$ cat src/mips_defs.svh
`ifndef MIPS_DEFS_SVH
`define MIPS_DEFS_SVH

`define DATA_WIDTH 32

// Primary opcodes
`define OP_SPECIAL  6'b000000
`define OP_REGIMM   6'b000001
`define OP_J        6'b000010
`define OP_JAL      6'b000011
`define OP_BEQ      6'b000100
`define OP_BNE      6'b000101
`define OP_BLEZ     6'b000110
`define OP_BGTZ     6'b000111
`define OP_ADDI     6'b001000
`define OP_ADDIU    6'b001001
`define OP_SLTI     6'b001010
`define OP_SLTIU    6'b001011
`define OP_ANDI     6'b001100
`define OP_ORI      6'b001101
`define OP_XORI     6'b001110
`define OP_LUI      6'b001111
`define OP_SPECIAL2 6'b011100
`define OP_SPECIAL3 6'b011111

// REGIMM rt field and SPECIAL3 sa field
`define RT_BLTZ     5'b00000
`define RT_BGEZ     5'b00001
`define SA_SEB      5'b10000
`define SA_SEH      5'b11000

// SPECIAL function codes
`define FUNC_SLL    6'b000000
`define FUNC_SRL    6'b000010  // ROTR when bit 21 is set
`define FUNC_SRA    6'b000011
`define FUNC_SLLV   6'b000100
`define FUNC_SRLV   6'b000110  // ROTRV when bit 6 is set
`define FUNC_SRAV   6'b000111
`define FUNC_JR     6'b001000
`define FUNC_MOVZ   6'b001010
`define FUNC_MOVN   6'b001011
`define FUNC_MFHI   6'b010000
`define FUNC_MTHI   6'b010001
`define FUNC_MFLO   6'b010010
`define FUNC_MTLO   6'b010011
`define FUNC_MULT   6'b011000
`define FUNC_MULTU  6'b011001
`define FUNC_ADD    6'b100000
`define FUNC_ADDU   6'b100001
`define FUNC_SUB    6'b100010
`define FUNC_AND    6'b100100
`define FUNC_OR     6'b100101
`define FUNC_XOR    6'b100110
`define FUNC_NOR    6'b100111
`define FUNC_SLT    6'b101010
`define FUNC_SLTU   6'b101011

// SPECIAL2 and SPECIAL3 function codes
`define FUNC_MADD   6'b000000
`define FUNC_MUL    6'b000010
`define FUNC_MSUB   6'b000100
`define FUNC_SEB    6'b100000  // BSHFL, shared by SEB and SEH

`endif

$ cat src/mips_pkg.sv
`include "mips_defs.svh"

package mips_pkg;

    typedef logic [`DATA_WIDTH-1:0] wordT;

    // Operation class from the main controller
    typedef enum logic [5:0] {
        ALUOP_ZERO     = 6'd0,   // SPECIAL, refined by funct
        ALUOP_ADDIU    = 6'd1,
        ALUOP_ADDI     = 6'd2,
        ALUOP_MUL      = 6'd3,   // SPECIAL2, refined by funct
        ALUOP_LUI      = 6'd4,
        ALUOP_BLTZ     = 6'd5,
        ALUOP_BEQ      = 6'd6,
        ALUOP_BNE      = 6'd7,
        ALUOP_BGTZ     = 6'd8,
        ALUOP_BLEZ     = 6'd9,
        ALUOP_BGEZ     = 6'd10,
        ALUOP_JUMP     = 6'd11,  // J, JAL, JR
        ALUOP_ANDI     = 6'd12,
        ALUOP_ORI      = 6'd13,
        ALUOP_XORI     = 6'd14,
        ALUOP_SEB      = 6'd15,
        ALUOP_SLTI     = 6'd16,
        ALUOP_SLTIU    = 6'd17,
        ALUOP_SRL      = 6'd18,
        ALUOP_ROTR     = 6'd19,
        ALUOP_SRLV     = 6'd20,
        ALUOP_SEH      = 6'd21,
        ALUOP_ROTRV    = 6'd22,
        ALUOP_SPECIAL3 = 6'd23   // Unsupported SPECIAL3 sub-op
    } aluOpE;

    // Control code seen by the ALU and HI/LO
    typedef enum logic [5:0] {
        ADD  = 6'd0,  ADDU  = 6'd1,  SUB   = 6'd2,  MUL  = 6'd3,
        MULT = 6'd4,  MULTU = 6'd5,  MADD  = 6'd6,  MSUB = 6'd7,
        BGEZ = 6'd8,  BEQ   = 6'd9,  BNE   = 6'd10, BGTZ = 6'd11,
        BLEZ = 6'd12, BLTZ  = 6'd13, JUMP  = 6'd14, SRAV = 6'd15,
        ROTRV = 6'd16,
        LUI  = 6'd17, AND   = 6'd18, OR    = 6'd19, NOR  = 6'd20,
        XOR  = 6'd21, SEH   = 6'd22, SLL   = 6'd23, SRL  = 6'd24,
        MOVN = 6'd25, MOVZ  = 6'd26, ROTR  = 6'd27, SRA  = 6'd28,
        SEB  = 6'd29, SLT   = 6'd30, SLTU  = 6'd31, MTHI = 6'd32,
        MTLO = 6'd33, MFHI  = 6'd34, MFLO  = 6'd35, SLLV = 6'd36,
        SRLV = 6'd37
    } aluCtrlE;

endpackage

$ cat src/Controller.sv
`timescale 1ns/10ps
`include "mips_defs.svh"

module Controller (
    input  logic [31:0]     instr,
    output mips_pkg::aluOpE aluOp,
    output logic            aluSrc,    // Immediate as second operand
    output logic            zeroExt,   // Zero-extend the immediate
    output logic            regWrite,
    input  logic            moveOk     // MOVZ/MOVN condition from the ALU
);
    import mips_pkg::*;

    logic [5:0] opcode;
    logic [5:0] funct;
    logic [4:0] rt;
    logic [4:0] sa;
    logic       writeEn;   // Write intent before the move condition

    assign opcode = instr[31:26];
    assign rt     = instr[20:16];
    assign sa     = instr[10:6];
    assign funct  = instr[5:0];

    always_comb begin
        aluOp   = ALUOP_ADDI;   // Unknown opcode falls back to ADD
        aluSrc  = 1'b0;
        zeroExt = 1'b0;
        writeEn = 1'b0;
        case (opcode)
            `OP_SPECIAL: begin
                aluOp = ALUOP_ZERO;
                case (funct)
                    `FUNC_SRL: begin
                        if (instr[21]) begin
                            aluOp = ALUOP_ROTR;
                        end else begin
                            aluOp = ALUOP_SRL;
                        end
                        writeEn = 1'b1;
                    end
                    `FUNC_SRLV: begin
                        if (instr[6]) begin
                            aluOp = ALUOP_ROTRV;
                        end else begin
                            aluOp = ALUOP_SRLV;
                        end
                        writeEn = 1'b1;
                    end
                    `FUNC_JR: aluOp = ALUOP_JUMP;
                    `FUNC_SLL, `FUNC_SRA, `FUNC_SLLV, `FUNC_SRAV,
                    `FUNC_MOVZ, `FUNC_MOVN, `FUNC_MFHI, `FUNC_MFLO,
                    `FUNC_ADD, `FUNC_ADDU, `FUNC_SUB, `FUNC_AND,
                    `FUNC_OR, `FUNC_XOR, `FUNC_NOR, `FUNC_SLT,
                    `FUNC_SLTU: writeEn = 1'b1;
                    default: writeEn = 1'b0;   // HI/LO writers and unknown functs
                endcase
            end
            `OP_SPECIAL2: begin
                aluOp   = ALUOP_MUL;
                writeEn = (funct == `FUNC_MUL);   // MADD/MSUB only touch HI/LO
            end
            `OP_SPECIAL3: begin
                if (funct == `FUNC_SEB && sa == `SA_SEB) begin
                    aluOp   = ALUOP_SEB;
                    writeEn = 1'b1;
                end else if (funct == `FUNC_SEB && sa == `SA_SEH) begin
                    aluOp   = ALUOP_SEH;
                    writeEn = 1'b1;
                end else begin
                    aluOp = ALUOP_SPECIAL3;
                end
            end
            `OP_REGIMM: begin
                if (rt == `RT_BGEZ) begin
                    aluOp = ALUOP_BGEZ;
                end else if (rt == `RT_BLTZ) begin
                    aluOp = ALUOP_BLTZ;
                end
            end
            `OP_J: aluOp = ALUOP_JUMP;
            `OP_JAL: begin
                aluOp   = ALUOP_JUMP;
                writeEn = 1'b1;   // Link register write
            end
            `OP_BEQ:  aluOp = ALUOP_BEQ;
            `OP_BNE:  aluOp = ALUOP_BNE;
            `OP_BLEZ: aluOp = ALUOP_BLEZ;
            `OP_BGTZ: aluOp = ALUOP_BGTZ;
            `OP_ADDI, `OP_ADDIU, `OP_SLTI, `OP_SLTIU, `OP_LUI: begin
                case (opcode)
                    `OP_ADDI:  aluOp = ALUOP_ADDI;
                    `OP_ADDIU: aluOp = ALUOP_ADDIU;
                    `OP_SLTI:  aluOp = ALUOP_SLTI;
                    `OP_SLTIU: aluOp = ALUOP_SLTIU;
                    default:   aluOp = ALUOP_LUI;
                endcase
                aluSrc  = 1'b1;
                writeEn = 1'b1;
            end
            `OP_ANDI, `OP_ORI, `OP_XORI: begin
                case (opcode)
                    `OP_ANDI: aluOp = ALUOP_ANDI;
                    `OP_ORI:  aluOp = ALUOP_ORI;
                    default:  aluOp = ALUOP_XORI;
                endcase
                aluSrc  = 1'b1;
                zeroExt = 1'b1;   // Logical immediates
                writeEn = 1'b1;
            end
            default: writeEn = 1'b0;
        endcase
    end

    // Kept apart from the decode so the moveOk return path is not a loop
    assign regWrite = writeEn & moveOk;

endmodule

$ cat config.mk
export PLATFORM = sky130hd
export DESIGN_NAME = Controller
export DESIGN_NICKNAME = d
export VERILOG_FILES = /design/src/mips_pkg.sv /design/src/Controller.sv
export VERILOG_INCLUDE_DIRS = /design/src /design/src/src
export SDC_FILE = /design/constraint.sdc
export NUM_CORES = 1
export LEC_CHECK = 0
export BUFFER_PORTS_ARGS = -buffer_cell sky130_fd_sc_hd__buf_4
export CAP_MARGIN = 15
export CORE_MARGIN = 2
export CORE_UTILIZATION = 28
export DETAILED_ROUTE_END_ITERATION = 10
export PLACE_DENSITY_LB_ADDON = 0.25
export SLEW_MARGIN = 20
export SYNTH_ARGS = -nofsm -noshare
export SYNTH_HDL_FRONTEND = slang
export SYNTH_SLANG_ARGS = --single-unit
$ cat constraint.sdc
create_clock -name vclk -period 1.9
set_input_delay 0.19 -clock vclk [all_inputs]
set_output_delay 0.19 -clock vclk [all_outputs]
set_load 0.005 [all_outputs]
# Word-level counts from Yosys, hierarchy flattened
# Cells that the tools add are included.
# totals
elab_cells	67
out_inout_bits	9
ff_bits	0
# op_classes
n_mux	16
bitwise_logic	1
n_reduce_logical	11
eq_ne	39
# op_table
cell	n
equality test 6 x 4 -> 1 bit, second input constant	11
case mux 5 bit (11 select lines)	1
equality test 6 bit, second input constant	9
equality test 6 x 3 -> 1 bit, second input constant	7
equality test 6 x 2 -> 1 bit, second input constant	4
equality test 6 x 5 -> 1 bit, second input constant	4
case mux 5 bit (4 select lines)	1
OR reduction 19 bit	1
case mux 5 bit (3 select lines)	1
zero test 6 bit	2
equality test 5 bit, second input constant	2
OR reduction 9 bit	1
OR reduction 8 bit	1
equality test 6 x 1 -> 1 bit, second input constant	1
two-way mux 1 bit	6
equality test 5 x 1 -> 1 bit, second input constant	1
zero test 5 bit	1
two-way mux 5 bit	1
OR reduction 5 bit	1
two-way mux 2 bit	2
two-way mux 4 bit	1
case mux 1 bit (4 select lines)	1
case mux 2 bit (2 select lines)	1
two-way mux 3 bit	1
4 further kinds	5

# Logic depth before layout (Yosys ltp)
# depth
word_depth	6
ltp_mapped	5
mapped_depth_nobuf	4

# Worst setup path before layout
# Ideal clock, no wire load.
# synth_path
kind	in2out
startpoint	input instr[26]
endpoint	output aluOp[1]
path_stages	5
required_ns	1.710
arrival_ns	1.047
path_slack_ns	0.663
path_cell_list	buf_4 > and4b_1 > a211o_1 > a41oi_1 > o2111ai_1
# synth_between
elab_chain_len	3
elab_cells_between_ends	24
cone_classes	17 x eq/ne; 3 x mux; 4 x reduce/logical
# synth_lines
item	line	rtl
start: declaration	Controller.sv:5	input logic [31:0] instr,
equality test 6 x 4 -> 1 bit, or another cell as far along	Controller.sv:30, Controller.sv:91	
case mux 5 bit (4 select lines), or another cell as far along	Controller.sv:91	case (opcode)
case mux 5 bit (11 select lines) (*)	Controller.sv:30	case (opcode)
end: declaration	Controller.sv:6	output mips_pkg::aluOpE aluOp,
# Mark *: on every way between the ends. The rest lies on a longest branch, timed or not.

# Final worst setup path
# layout_path
startpoint	input instr[2]
endpoint	output regWrite
# layout_between
elab_chain_len	6
elab_cells_between_ends	27
cone_classes	18 x eq/ne; 4 x mux; 1 x bitwise; 4 x reduce/logical
# layout_lines
item	line	rtl
parallel branches: the longest is 4 deep, another holds OR reduction 19 bit	n/a	
case mux 1 bit (4 select lines) (*)	Controller.sv:30	
bitwise AND 1 bit (*)	Controller.sv:116	assign regWrite = writeEn & moveOk;
end: declaration	Controller.sv:9	output logic regWrite,
# Mark *: on every way between the ends.

==> results_dict.tcl <==
set metrics [dict create \
    fin_crit_sh 0.841 \
    critPathMaxFanout 6 \
    holdBufCountCts 0 \
    port_buffers 32 \
    cts_resized 0 \
    netlist_area_sq_um 554 \
    cellPowerDensity_mw_per_mm2 164 \
    die_h_um 48.5 \
    fin_util 0.413 \
    rsz0062_at_grt "false" \
    place_congestion 0.807 \
    yosysMostFrequentCell "nor2_1" \
    setup.worst_path.end_class "output pin" \
    final_area_sq_um 793 \
    synthDominantCellAreaShare 0.0632 \
    syn_avg_cell_area_sq_um 6.93 \
    die_x_um 48.5 \
    nFlopsAndLatches 0 \
    min_from "moveOk" \
    holdWs_ns 0.684 \
    synthCells 80 \
    grt_pass1_wl_um 2930 \
    setup_tns_ns 0 \
    drv_slew 0 \
    dieArea_sq_mm 0.00235 \
    syn_nets 113 \
    synthTopCellsByArea "nand4b_1, buf_4, nor2_1, a21oi_1, nand3_1" \
    core_area_sq_mm 0.00192 \
    cp.depth 6 \
    power_leakage_nw 0.347 \
    worstPathRequired_ns 1.71 \
    start_util 0.288 \
    path_buf_inv 2 \
    ys_seq_area_frac 0 \
    rows 16 \
    maxCapViolCount 0 \
    dr.pass1.iters 2 \
    holdPathStages 4 \
    setup-violations-final 0 \
    grt_util_all_layers 0.144 \
    yosysTopAreaCell "nand4b_1" \
    nClkBuffers 0 \
    layout-drive-gt1-share 0.393 \
    fmax_mhz 626 \
    nets 142 \
    grt_pass1_vias 673 \
    cpMostUsedCell "buf_4" \
    cp_slowest_cell "nor4b_1" \
    grt_max_degree 18 \
    crit_chain "buf_4 > nor2_1 > nor4b_1 > nand3_1 > a31oi_1 > buf_4" \
    fin_crit_ns 1.60 \
    drt-initial-drc-count 2 \
    crit_family "simple AND/OR/NAND/NOR gates" \
    num_io_pins 42 \
    area.sequential_sq_um 0 \
    syn_to_final_growth_pct 43.1 \
    via_per_inst 5.46 \
    fin_cells 134 \
    dpl_cell_area_sq_um 793 \
    hold_end "regWrite" \
    min_path_type "input pin to output pin" \
    crit_arrival_ns 1.41 \
    yosysWarnings 0 \
    slowest_delay_ns 0.42 \
    synth_cell_types 44 \
    multi_input_area_sq_um 504 \
    ant_nets 0 \
    overflow 0 \
    hold_violations 0 \
    outcome "complete, no violations" \
    cts_setup_buffers 0 \
    crit_path_start_kind "input pin" \
    dp.cells 134 \
    antenna_cells 0 \
    postRouteWirelength_um 1630 \
    vias 731 \
    dp_hpwl_um 1320 \
    wl_per_cell_um 12.1 \
    ir_drop_mv 0.0679 \
    antenna_found_initial 0 \
    nFillCells 234 \
    worstSetupPathType "input pin to output pin" \
    drt_drc_violations_left 0 \
]
[where the power goes]
| group | internal [mW] | switching [mW] | leakage, nW |
|---|---|---|---|
| combinational | 0.0699 | 0.0599 | 0.347 |
| sequential | 0 | 0 | 0 |
| clock | 0 | 0 | 0 |
[how the worst max path moves through the flow]
stage	slack, ns	to	from
3_3_place_gp	0.29	regWrite	instr[2]
3_5_place_dp	0.31	regWrite	instr[2]
2_1_floorplan	0.66	aluOp[1]	instr[26]
6_report	0.30	regWrite	instr[2]
5_1_grt	0.11	regWrite	instr[0]
4_1_cts	0.30	regWrite	instr[2]
[kinds of logic (layout without fill, tap and decap cells)]
kind of cell | count (synthesis) | count (layout) | synth area share
buffers and inverters | 9 | 36 | 0.0903
AND/OR/NAND/NOR | 48 | 48 | 0.605
other | 1 | 1 | 0.00677
AO/OA/AOI/OAI | 22 | 22 | 0.298
[area by class of cell]
cell class                 count  area share
multi-input combinational     71       0.636
timing repair buffer          32       0.303
inverter                       4      0.0189
tap                           27      0.0426
[routing by layer]
layer,up-vias,GRT usage,share of wire
li1,371,-,-
met1,340,0.191,0.46
met2,20,0.266,0.49
met3,0,0.0154,0.052
met4,0,0,0
met5,-,0,0
[stage by stage]
step	setup slack (ns)	power [mW]
after CTS	0.299	0.130
final	0.302	0.130
after global placement	0.294	0.129
after floorplan	0.663	0.0635
after global routing	0.115	0.144
after detailed placement	0.313	0.130
[cell usage in the layout, fill, tap and decap left out, drive strengths merged, types with 3 or more instances in the layout]
| cell | instances |
|---|---|
| a21oi | 4 |
| nand2b | 3 |
| nor4 | 3 |
| nand3 | 4 |
| nand4b | 4 |
| buf | 32 |
| inv | 4 |
| nand3b | 3 |
| nand2 | 4 |
| nor2 | 7 |
| o21ai | 4 |
No activity file was read; power rests on OpenSTA's default activity.
