`src/mips_defs.svh`:
```
`ifndef MIPS_DEFS_SVH
`define MIPS_DEFS_SVH

`define DATA_WIDTH 32

// Primary opcodes
`define OP_SPECIAL  6'b000000
`define OP_REGIMM   6'b000001
`define OP_J        6'b000010
`define OP_JAL      6'b000011
`define OP_BEQ      6'b000100
`define OP_BNE      6'b000101
`define OP_BLEZ     6'b000110
`define OP_BGTZ     6'b000111
`define OP_ADDI     6'b001000
`define OP_ADDIU    6'b001001
`define OP_SLTI     6'b001010
`define OP_SLTIU    6'b001011
`define OP_ANDI     6'b001100
`define OP_ORI      6'b001101
`define OP_XORI     6'b001110
`define OP_LUI      6'b001111
`define OP_SPECIAL2 6'b011100
`define OP_SPECIAL3 6'b011111

// REGIMM rt field and SPECIAL3 sa field
`define RT_BLTZ     5'b00000
`define RT_BGEZ     5'b00001
`define SA_SEB      5'b10000
`define SA_SEH      5'b11000

// SPECIAL function codes
`define FUNC_SLL    6'b000000
`define FUNC_SRL    6'b000010  // ROTR when bit 21 is set
`define FUNC_SRA    6'b000011
`define FUNC_SLLV   6'b000100
`define FUNC_SRLV   6'b000110  // ROTRV when bit 6 is set
`define FUNC_SRAV   6'b000111
`define FUNC_JR     6'b001000
`define FUNC_MOVZ   6'b001010
`define FUNC_MOVN   6'b001011
`define FUNC_MFHI   6'b010000
`define FUNC_MTHI   6'b010001
`define FUNC_MFLO   6'b010010
`define FUNC_MTLO   6'b010011
`define FUNC_MULT   6'b011000
`define FUNC_MULTU  6'b011001
`define FUNC_ADD    6'b100000
`define FUNC_ADDU   6'b100001
`define FUNC_SUB    6'b100010
`define FUNC_AND    6'b100100
`define FUNC_OR     6'b100101
`define FUNC_XOR    6'b100110
`define FUNC_NOR    6'b100111
`define FUNC_SLT    6'b101010
`define FUNC_SLTU   6'b101011

// SPECIAL2 and SPECIAL3 function codes
`define FUNC_MADD   6'b000000
`define FUNC_MUL    6'b000010
`define FUNC_MSUB   6'b000100
`define FUNC_SEB    6'b100000  // BSHFL, shared by SEB and SEH

`endif

```
`src/mips_pkg.sv`:
```
`include "mips_defs.svh"

package mips_pkg;

    typedef logic [`DATA_WIDTH-1:0] wordT;

    // Operation class from the main controller
    typedef enum logic [5:0] {
        ALUOP_ZERO     = 6'd0,   // SPECIAL, refined by funct
        ALUOP_ADDIU    = 6'd1,
        ALUOP_ADDI     = 6'd2,
        ALUOP_MUL      = 6'd3,   // SPECIAL2, refined by funct
        ALUOP_LUI      = 6'd4,
        ALUOP_BLTZ     = 6'd5,
        ALUOP_BEQ      = 6'd6,
        ALUOP_BNE      = 6'd7,
        ALUOP_BGTZ     = 6'd8,
        ALUOP_BLEZ     = 6'd9,
        ALUOP_BGEZ     = 6'd10,
        ALUOP_JUMP     = 6'd11,  // J, JAL, JR
        ALUOP_ANDI     = 6'd12,
        ALUOP_ORI      = 6'd13,
        ALUOP_XORI     = 6'd14,
        ALUOP_SEB      = 6'd15,
        ALUOP_SLTI     = 6'd16,
        ALUOP_SLTIU    = 6'd17,
        ALUOP_SRL      = 6'd18,
        ALUOP_ROTR     = 6'd19,
        ALUOP_SRLV     = 6'd20,
        ALUOP_SEH      = 6'd21,
        ALUOP_ROTRV    = 6'd22,
        ALUOP_SPECIAL3 = 6'd23   // Unsupported SPECIAL3 sub-op
    } aluOpE;

    // Control code seen by the ALU and HI/LO
    typedef enum logic [5:0] {
        ADD  = 6'd0,  ADDU  = 6'd1,  SUB   = 6'd2,  MUL  = 6'd3,
        MULT = 6'd4,  MULTU = 6'd5,  MADD  = 6'd6,  MSUB = 6'd7,
        BGEZ = 6'd8,  BEQ   = 6'd9,  BNE   = 6'd10, BGTZ = 6'd11,
        BLEZ = 6'd12, BLTZ  = 6'd13, JUMP  = 6'd14, SRAV = 6'd15,
        ROTRV = 6'd16,
        LUI  = 6'd17, AND   = 6'd18, OR    = 6'd19, NOR  = 6'd20,
        XOR  = 6'd21, SEH   = 6'd22, SLL   = 6'd23, SRL  = 6'd24,
        MOVN = 6'd25, MOVZ  = 6'd26, ROTR  = 6'd27, SRA  = 6'd28,
        SEB  = 6'd29, SLT   = 6'd30, SLTU  = 6'd31, MTHI = 6'd32,
        MTLO = 6'd33, MFHI  = 6'd34, MFLO  = 6'd35, SLLV = 6'd36,
        SRLV = 6'd37
    } aluCtrlE;

endpackage

```
`src/ALUControl.sv`:
```
`timescale 1ns/10ps
`include "mips_defs.svh"

module ALUControl (
    input  mips_pkg::aluOpE   aluOp,
    input  logic [5:0]        funct,
    output mips_pkg::aluCtrlE aluCtrl
);
    import mips_pkg::*;

    always_comb begin
        case (aluOp)
            ALUOP_ZERO: begin
                case (funct)
                    `FUNC_SLL:   aluCtrl = SLL;
                    `FUNC_SRA:   aluCtrl = SRA;
                    `FUNC_SLLV:  aluCtrl = SLLV;
                    `FUNC_SRAV:  aluCtrl = SRAV;
                    `FUNC_ADD:   aluCtrl = ADD;
                    `FUNC_ADDU:  aluCtrl = ADDU;
                    `FUNC_SUB:   aluCtrl = SUB;
                    `FUNC_AND:   aluCtrl = AND;
                    `FUNC_OR:    aluCtrl = OR;
                    `FUNC_XOR:   aluCtrl = XOR;
                    `FUNC_NOR:   aluCtrl = NOR;
                    `FUNC_SLT:   aluCtrl = SLT;
                    `FUNC_SLTU:  aluCtrl = SLTU;
                    `FUNC_MOVZ:  aluCtrl = MOVZ;
                    `FUNC_MOVN:  aluCtrl = MOVN;
                    `FUNC_MULT:  aluCtrl = MULT;
                    `FUNC_MULTU: aluCtrl = MULTU;
                    `FUNC_MTHI:  aluCtrl = MTHI;
                    `FUNC_MTLO:  aluCtrl = MTLO;
                    `FUNC_MFHI:  aluCtrl = MFHI;
                    `FUNC_MFLO:  aluCtrl = MFLO;
                    default:     aluCtrl = ADD;
                endcase
            end

            ALUOP_MUL: begin
                case (funct)
                    `FUNC_MUL:  aluCtrl = MUL;
                    `FUNC_MADD: aluCtrl = MADD;
                    `FUNC_MSUB: aluCtrl = MSUB;
                    default:    aluCtrl = ADD;
                endcase
            end

            ALUOP_ADDIU:    aluCtrl = ADDU;
            ALUOP_ADDI:     aluCtrl = ADD;
            ALUOP_LUI:      aluCtrl = LUI;
            ALUOP_BLTZ:     aluCtrl = BLTZ;
            ALUOP_BGEZ:     aluCtrl = BGEZ;
            ALUOP_BEQ:      aluCtrl = BEQ;
            ALUOP_BNE:      aluCtrl = BNE;
            ALUOP_BGTZ:     aluCtrl = BGTZ;
            ALUOP_BLEZ:     aluCtrl = BLEZ;
            ALUOP_JUMP:     aluCtrl = JUMP;
            ALUOP_ANDI:     aluCtrl = AND;
            ALUOP_ORI:      aluCtrl = OR;
            ALUOP_XORI:     aluCtrl = XOR;
            ALUOP_SEB:      aluCtrl = SEB;
            ALUOP_SEH:      aluCtrl = SEH;
            ALUOP_SLTI:     aluCtrl = SLT;
            ALUOP_SLTIU:    aluCtrl = SLTU;   // Sign-extended imm, unsigned compare
            ALUOP_SRL:      aluCtrl = SRL;
            ALUOP_SRLV:     aluCtrl = SRLV;
            ALUOP_ROTR:     aluCtrl = ROTR;
            ALUOP_ROTRV:    aluCtrl = ROTRV;
            ALUOP_SPECIAL3: aluCtrl = ADD;    // Nothing else lives there yet
            default:        aluCtrl = ADD;
        endcase
    end

endmodule

```
`config.mk`:
```
export PLATFORM = sky130hd
export DESIGN_NAME = ALUControl
export DESIGN_NICKNAME = d
export VERILOG_FILES = /design/src/mips_pkg.sv /design/src/ALUControl.sv
export VERILOG_INCLUDE_DIRS = /design/src /design/src/src
export SDC_FILE = /design/constraint.sdc
export NUM_CORES = 1
export LEC_CHECK = 0
export BUFFER_PORTS_ARGS = -buffer_cell sky130_fd_sc_hd__buf_2
export CAP_MARGIN = 20
export CORE_MARGIN = 2
export CORE_UTILIZATION = 30
export DETAILED_ROUTE_END_ITERATION = 8
export GPL_ROUTABILITY_DRIVEN = 0
export MAX_ROUTING_LAYER = met4
export PLACE_DENSITY = 0.48
export SLEW_MARGIN = 10
export SYNTH_ARGS = -nofsm -noshare
export SYNTH_HDL_FRONTEND = slang
export SYNTH_SLANG_ARGS = --single-unit
```
`constraint.sdc`:
```
create_clock -name vclk -period 5.49
set_clock_uncertainty 0.1 [all_clocks]
set_input_delay 1.647 -clock vclk [all_inputs]
set_output_delay 1.647 -clock vclk [all_outputs]
set_load 0.02 [all_outputs]
```
# After elaboration in Yosys (flattened, before gate mapping)
# Memory sizes are Yosys's and may differ from the RTL's.
# Index checks and enable logic that the tools add are counted.
[totals]
memories = 1
in_bits = 12
output_inout_bits = 6
romBits = 384
register_bits = 0
word_cells = 28
[memory_table]
columns = ["name", "words", "width", "read_ports", "rd_clocked_by_memory_dff", "write_ports", "line_no", "text"]
rows = [
  ["(no name shown)", 64, 6, 1, 0, 0, "ALUControl.sv:14", "case (funct)"],
]
[op_classes]
n_reduce_logical = 2
mux = 2
n_eq_ne = 23
[ops]
columns = ["op", "n"]
rows = [
  ["6-bit one-hot mux with 22 select lines", 1],
  ["6-bit by 4-bit equality test with 1-bit output, second input constant", 8],
  ["6-bit by 5-bit equality test with 1-bit output, second input constant", 7],
  ["6-bit by 3-bit equality test with 1-bit output, second input constant", 5],
  ["6-bit by 2-bit equality test with 1-bit output, second input constant", 2],
  ["6-bit zero test", 2],
  ["3-bit one-hot mux with 3 select lines", 1],
  ["6-bit by 1-bit equality test with 1-bit output, second input constant", 1],
]

# Logic depth before layout (Yosys ltp)
# Gate-level depths: netlist (run 1).
[depth]
ltp_word = 3
mapped_depth = 7
ltp_nobuf = 6

# Worst setup path before layout (run 1)
# No wires, ideal clock.
[synth_timing]
path_type = "input to output"
startpoint = "input port funct[1]"
endpoint = "output port aluCtrl[0]"
stages = 7
setup_slack_ns = 0.508
arrival_time_ns = 3.235
cell_sequence = "clkbuf_1 -> inv_1 -> ha_1 -> mux2_2 -> a32o_1 -> o311ai_0 -> o211ai_1"
[synth_between]
elab_chain_cells = 3
elab_cells_between_ends = 6
classes_between = "2 x eq/ne; 2 x mux; 1 x reduce/logical; 1 x memory"
[synth_lines]
columns = ["item", "line_no", "text"]
rows = [
  ["from (decl)", "ALUControl.sv:6", "input logic [5:0] funct,"],
  ["branches (longest 2 deep; another with memory read 64 x 6 bit)", "-", ""],
  ["6-bit one-hot mux with 22 select lines *", "ALUControl.sv:12", "case (aluOp)"],
  ["to (decl)", "ALUControl.sv:7", "output mips_pkg::aluCtrlE aluCtrl"],
]
# Mark *: on every way between the ends.

# Worst setup path after layout (run 1)
# Same ends and word-level chain as after synthesis.

==> results of run 1 <==
## metal layers
metal	vias up	wire [µm]	global-route usage, %
met5	-	0	-
li1	424	-	-
met1	368	1004	22.17
met2	18	799	22.22
met4	0	16	1.282
met3	2	76	0.2825
## cell type report
type	count	area (µm²)
fillers	259	1451
multi-input cells	93	659.4
repair buffers	18	90.09
well taps	28	35.03
inverters	5	18.77
## per-stage QoR
step | instance area (µm²) | power, mW | util [%] | cells
3_5_place_dp | 803.3 | 0.05588 | 35.63 | 144
2_1_floorplan | 734.5 | 0.04310 | - | 110
4_1_cts | 803.3 | 0.05621 | 35.63 | 144
5_1_grt | 803.3 | 0.06302 | 35.63 | 144
3_3_place_gp | 803.3 | 0.05633 | 35.63 | 144
6_report | 803.3 | 0.05619 | 35.63 | 144
## path summary, 6_finish.rpt
| kind | from | endpoint | slack (ns) | cells after the start |
|---|---|---|---|---|
| worst max-delay path | funct[1] | aluCtrl[0] | 0.29 | 8 |
| worst min-delay path | aluOp[3] | aluCtrl[5] | 3.61 | 3 |
## tightest hold or removal path: cells and delay by family
family	cells	cell delay, ns
buffers and inverters	2	0.33
and+or+nand+nor	1	0.08
## cells in the mapped netlist (3+ instances only)
library cell	count	share of area (%)
o21ai_0	3	2.0
mux2i_1	4	5.5
inv_1	5	2.6
nor2_1	8	4.1
nand3_1	3	2.0
nand2_1	8	4.1
nor4_1	3	2.6
nor2b_1	4	3.4
buf_2	3	2.0
nor3_1	7	4.8
ha_1	6	10
a21oi_1	5	3.4
clkbuf_1	7	3.6
nand2b_1	4	3.4
o211ai_1	3	3.1
## power groups by stage
stage / registers (mW) / logic [mW] / clock network, mW
after floorplan: 0 / 0.0431 / 0
after global placement: 0 / 0.0563 / 0
after detailed placement: 0 / 0.0559 / 0
after CTS: 0 / 0.0562 / 0
after global routing: 0 / 0.0630 / 0
final: 0 / 0.0562 / 0
## logic make-up (layout without fill, tap and decap cells)
family,after synthesis,in the layout,synth area share (%)
AOI/OAI and AO/OA,28,28,27.77
xor gates and xnor gates,3,3,3.578
adders and majority gates,6,6,10.22
buffers and inverters,17,23,10.22
muxes,6,6,8.518
and+or+nand+nor,50,50,39.69
==> summary.md, run 1 <==
| Metric | Value |
|---|---|
| CP Launch Type | `input port` |
| # rows | `17` |
| Vias | `812` |
| Cells after Synth | `110` |
| Sequential cell count | `0` |
| Commonest non-fill, non-tap cell in the layout | `buf_2` |
| CP cell instances | `buf_2 > inv_1 > ha_1 > mux2_2 > a32o_1 > o311ai_0 > o211ai_1 > buf_2` |
| Critical Path AT | `3.45 ns` |
| Internal | `0.02221 mW` |
| Die area | `2860 µm²` |
| Clock buffer count | `0` |
| Routed WL | `1896 µm` |
| Crit-path most repeated cell | `buf_2` |
| Synthesis-to-layout area growth | `9.370%` |
| DRC Markers | `0` |
| Count of input and output buffers | `18` |
| Drt via density | `5.639` |
| Gate power share | `100.0%` |
| Worst Setup Slack, final | `0.2889 ns` |
| Sw Pwr | `0.03398 mW` |
| RSZ-0062 raised after global routing | `no` |
| Top fanout value on the critical path | `11` |
| Worst vdd ir | `0.00002508 V` |
| Die H | `53.48 µm` |
| Worst Path Required | `3.74 ns` |
| Tcrit/Tclk final | `94.74%` |
| Number of global-route vias before repair | `700` |
| Worst Path Class, Setup | `input port to output pin` |
| Post-CTS Hold Buffers | `0` |
| Crit path time final | `5.201 ns` |
| Sw Ratio | `60.47%` |
| Global-route wire length before repair | `3201 µm` |
| GR Util All Layers | `14.64%` |
| Dpl ws | `0.3093 ns` |
| Seq/Total Area, Yosys | `0%` |
| Initial antenna violation count | `0` |
| Syn_nets | `128` |
| Hold Crit Class | `input port to output pin` |
| Synth cell types | `44` |
| CP delay by family, top | `compound AO/OA/AOI/OAI gates` |
| GR Overflow Total | `0` |
| Mean Syn Cell Area | `6.677 µm²` |
| Register area | `0 µm²` |
| Mapped Area | `734.5 µm²` |
| Final setup fails | `0` |
| 1st-iter DRT viols | `19` |
| Core Region | `2255 µm²` |
| Post-cts sizing count | `0` |
| Antenna Violating Nets Remaining | `0` |
| Slew margin rel. | `69.59%` |
| Pwr dens | `69.95 nW/µm²` |
| CP max stage cell | `o311ai_0` |
| Worst hold slack | `3.606 ns` |
| Most frequent cells in the layout | `buf_2, nand2_1, nor2_1` |
| Status | `complete, no violations` |
| Part of the power in registers | `0%` |
| Final hold viol count | `0` |
| Final #Nets | `136` |
| Die width | `53.48 µm` |
| Clock share of power | `0%` |
| Slowest cell delay on critical path | `0.37 ns` |
| DP HPWL | `1442 µm` |
| P_leak | `0.3208 nW` |
| Slew Limit Fails | `0` |
| Worst slew pin tran | `0.4505 ns` |
| Fraction of layout cells with a size suffix above 1 | `21.55%` |
| Largest net degree at the start of global routing | `18` |
| Post-CTS setup buffer count | `0` |
| N_diodes | `0` |
| TritonRoute pass-1 iters | `4` |
| Setup TNS Final | `0 ns` |
| I/O pins | `18` |
| Buf/Inv on CP | `3` |
| Max-cap violations | `0` |
| Routed len/inst | `13.17 µm` |
| Initial Utilization | `32.57%` |
| Synth warn | `0` |
| CP Capture Type | `output pin` |
| Fmax | `192.3 MHz` |
No activity file was read; power rests on OpenSTA's default activity.
==> inputs of run 2 (changes only) <==
Settings changed: RECOVER_POWER from default to 100.
==> run 2 against run 1 <==
Setup slack lost 0.020 ns; cell area shrank 0.93%; global-route usage is the same; non-clock buffer count is the same; critical endpoint unchanged; clock-buffer cell count is the same; die area is the same; critical path depth is the same; worst hold slack gained 0.0098 ns; core utilization shrank 0.33 points; first-iteration DRC count shrank 21%; largest power group unchanged.
==> summary.md, run 2 (synthesis gave the netlist of run 1 again) <==
| Metric | Value |
|---|---|
| Status | `complete, no violations` |
| Initial Utilization | `32.57%` |
| Max-cap violations | `0` |
| Drt via density | `5.688` |
| Most frequent cells in the layout | `buf_2, nor2_1, nand2_1` |
| GR Overflow Total | `0` |
| Crit path time final | `5.222 ns` |
| 1st-iter DRT viols | `15` |
| Post-route cell area | `795.8 µm²` |
| GR Util All Layers | `14.64%` |
| Pwr dens | `69.83 nW/µm²` |
| Worst Path Class, Setup | `input port to output pin` |
| Layout Cells excl Fill | `144` |
| Gate power share | `100.0%` |
| Slew margin rel. | `69.55%` |
| Register area | `0 µm²` |
| Worst slew pin tran | `0.4511 ns` |
| Clock share of power | `0%` |
| Area of the multi-input gates | `656.9 µm²` |
| Routed len/inst | `13.07 µm` |
| Slew Limit Fails | `0` |
| Final setup fails | `0` |
| Setup TNS Final | `0 ns` |
| Global-route wire length before repair | `3201 µm` |
| Die area | `2860 µm²` |
| DRC Markers | `0` |
| Part of the power in registers | `0%` |
| Die H | `53.48 µm` |
| Initial antenna violation count | `0` |
| Fmax | `191.5 MHz` |
| CP Capture Type | `output pin` |
| Die width | `53.48 µm` |
| Sequential cell count | `0` |
| Antenna Violating Nets Remaining | `0` |
| Core Region | `2255 µm²` |
| Placed Cells incl. Taps | `144` |
| Clock buffer count | `0` |
| Final hold viol count | `0` |
| Count of input and output buffers | `18` |
| # rows | `17` |
| Routed WL | `1882 µm` |
| Worst Path Required | `3.74 ns` |
| Synthesis-to-layout area growth | `8.348%` |
| Worst hold slack | `3.616 ns` |
| Hold path cells | `3` |
| DP HPWL | `1442 µm` |
| N_diodes | `0` |
| Final core utilization | `35.29%` |
| P_leak | `0.3051 nW` |
| Fraction of layout cells with a size suffix above 1 | `17.24%` |
| Top fanout value on the critical path | `11` |
| Worst vdd ir | `0.00002495 V` |
| Post-CTS Hold Buffers | `0` |
| Post-cts sizing count | `0` |
| Placed cell area | `803.3 µm²` |
| RSZ-0062 raised after global routing | `no` |
| Critical Path AT | `3.47 ns` |
| Sw Pwr | `0.03383 mW` |
| Final #Nets | `136` |
| I/O pins | `18` |
| Number of global-route vias before repair | `700` |
| TritonRoute pass-1 iters | `4` |
| Post-CTS setup buffer count | `0` |
| Sw Ratio | `60.89%` |
| Largest net degree at the start of global routing | `18` |
| FILL cells | `262` |
| Vias | `819` |
| Commonest non-fill, non-tap cell in the layout | `buf_2` |
| Tcrit/Tclk final | `95.11%` |
| Internal | `0.02173 mW` |
| Hold Crit Class | `input port to output pin` |
| CP Launch Type | `input port` |
[run 2: cell count changes in the layout (fill, tap and decap cells not counted), sizes merged]
cell / change
buf: -5
clkbuf: +5
[run 2: layout make-up]
class / count / area share [%]
Multi-Input combinational cell: 93 / 82.55
Timing Repair Buffer: 18 / 10.69
Tap cell: 28 / 4.403
Inverter: 5 / 2.358
[run 2: through the flow]
step                      total power [mW]  setup slack, ns
after floorplan                    0.04310           0.5077
after detailed placement           0.05588           0.3093
after global placement             0.05633           0.3334
final                              0.05557           0.2684
after CTS                          0.05621           0.2961
after global routing               0.06252           0.1572
[run 2: path summary, 6_finish.rpt]
kind,startpoint,to
max,funct[1],aluCtrl[0]
min,aluOp[3],aluCtrl[5]
[run 2: critical path, cell delays in order]
cell      delay [ns]
clkbuf_2        0.20
inv_1           0.11
ha_1            0.31
mux2_2          0.28
a32o_1          0.21
o311ai_0        0.38
o211ai_1        0.15
buf_2           0.19
[run 2: power by group through the flow]
stage	clock [mW]	sequential (mW)	combinational, mW
final	0	0	0.0556
after detailed placement	0	0	0.0559
after global placement	0	0	0.0563
after global routing	0	0	0.0625
after floorplan	0	0	0.0431
after CTS	0	0	0.0562
[run 2: metal layers]
| layer | track usage, % | vias up | wire length [µm] |
|---|---|---|---|
| li1 | - | 426 | - |
| met1 | 22.17 | 369 | 984 |
| met2 | 22.22 | 22 | 796 |
| met3 | 0.2825 | 2 | 86 |
| met4 | 1.282 | 0 | 16 |
| met5 | - | - | 0 |
==> inputs of run 3 (changes only) <==
Settings changed: SETUP_SLACK_MARGIN from default to 0.5.
==> run 3 against run 2 <==
Setup slack improved by 0.16 ns; fmax rose by 3.2%; clock-buffer cell count did not move; combinational power rose by 3.8%; core utilization rose by 0.89 points; sequential cell count did not move; via count fell by 2.0%; largest power group unchanged.
==> summary.md, run 3 (synthesis gave the netlist of run 1 again) <==
| Metric | Value |
|---|---|
| Status | `complete, no violations` |
| Area of the multi-input gates | `669.4 µm²` |
| GR met3 Demand/Resource | `0.2825%` |
| Drt via density | `5.576` |
| Fmax | `197.6 MHz` |
| Initial Utilization | `32.57%` |
| GR Overflow Total | `0` |
| Slew Limit Fails | `0` |
| I/O pins | `18` |
| Vias | `803` |
| Synthesis-to-layout area growth | `11.07%` |
| # rows | `17` |
| FILL cells | `264` |
| Die width | `53.48 µm` |
| RSZ-0062 raised after global routing | `no` |
| Busiest layer in global routing | `met2` |
| Final setup fails | `0` |
| Fraction of layout cells with a size suffix above 1 | `19.83%` |
| CP Launch Type | `input port` |
| Met1 usage | `22.17%` |
| Die H | `53.48 µm` |
| Antenna Violating Nets Remaining | `0` |
| Final hold viol count | `0` |
| Number of global-route vias before repair | `700` |
| Count of input and output buffers | `18` |
| Worst slew pin tran | `0.5176 ns` |
| CP cell instances | `buf_2 > inv_2 > ha_4 > mux2_2 > a32o_1 > o311ai_0 > o211ai_1 > buf_4` |
| Die area | `2860 µm²` |
| Sequential cell count | `0` |
| Max-cap violations | `0` |
| TritonRoute pass-1 iters | `4` |
| Hold Crit Start | `aluOp[3]` |
| N_diodes | `0` |
| Slew margin rel. | `65.49%` |
| CP delay by family, top | `compound AO/OA/AOI/OAI gates` |
| Hold path cells | `3` |
| Hold Path End | `aluCtrl[5]` |
| Largest net degree at the start of global routing | `18` |
| Worst vdd ir | `0.00002659 V` |
| Commonest non-fill, non-tap cell in the layout | `buf_2` |
| Post-CTS Hold Buffers | `0` |
| Hold Crit Class | `input port to output pin` |
| 1st-iter DRT viols | `21` |
| Initial antenna violation count | `0` |
| Top fanout value on the critical path | `5` |
| Setup TNS Final | `0 ns` |
| Critical Path AT | `3.31 ns` |
| Final Power | `0.05770 mW` |
| Worst Path Class, Setup | `input port to output pin` |
| Clock buffer count | `0` |
| Most frequent cells in the layout | `buf_2, nor2_1, nand2_1` |
| Final core utilization | `36.18%` |
| DRC Markers | `0` |
| P_leak | `0.3057 nW` |
| Routed WL | `1908 µm` |
| Register area | `0 µm²` |
| Worst Path Required | `3.74 ns` |
| Final #Nets | `136` |
| Routed len/inst | `13.25 µm` |
| CP max stage cell | `o311ai_0` |
| Core Region | `2255 µm²` |
| DP HPWL | `1442 µm` |
| Slowest cell delay on critical path | `0.41 ns` |
| CP Capture Type | `output pin` |
| Tcrit/Tclk final | `92.20%` |
| GR Util All Layers | `14.64%` |
| Global-route wire length before repair | `3201 µm` |
| Grt met2 use | `22.22%` |
| Crit path time final | `5.062 ns` |
| Pwr dens | `70.73 nW/µm²` |
| Buf/Inv on CP | `3` |
[run 3: timing repair]
item,in CTS,in global routing
resized for setup,3,5
buffers inserted,0,0
endpoints found under the setup margin,1,1
pin swaps,0,2
gates cloned,0,0
[run 3: area by class of cell]
cell class	count	share of cell area, %
Multi-Input combinational cell	93	82.06
Tap cell	28	4.294
Inverter	5	2.607
Timing Repair Buffer	18	11.04
[run 3: worst max-delay path by stage]
stage	start	end	slack, ns	cells past startpoint
4_1_cts	funct[1]	aluCtrl[0]	0.52	8
2_1_floorplan	funct[1]	aluCtrl[0]	0.51	7
5_1_grt	funct[4]	aluCtrl[0]	0.33	6
6_report	funct[0]	aluCtrl[0]	0.43	8
3_5_place_dp	funct[1]	aluCtrl[0]	0.31	8
3_3_place_gp	funct[1]	aluCtrl[0]	0.33	8
[run 3: stage by stage]
step	instances	hold WS (ns)	setup WS, ns	area [µm²]
after global placement	144	3.601	0.3334	803.3
after global routing	144	3.630	0.3314	815.8
after floorplan	110	3.401	0.5077	734.5
after detailed placement	144	3.604	0.3093	803.3
after CTS	144	3.607	0.5199	813.3
final	144	3.602	0.4283	815.8
[run 3: routing by layer]
metal	part of all wire, %	up-vias
li1	-	423
met1	53	364
met2	42	14
met3	3.7	2
met4	0.84	0
met5	0	-
[run 3: power breakdown]
part / switching, mW / internal, mW / leakage (nW) / total [mW]
clock network: 0 / 0 / 0 / 0
registers: 0 / 0 / 0 / 0
logic: 0.0347 / 0.0230 / 0.306 / 0.0577
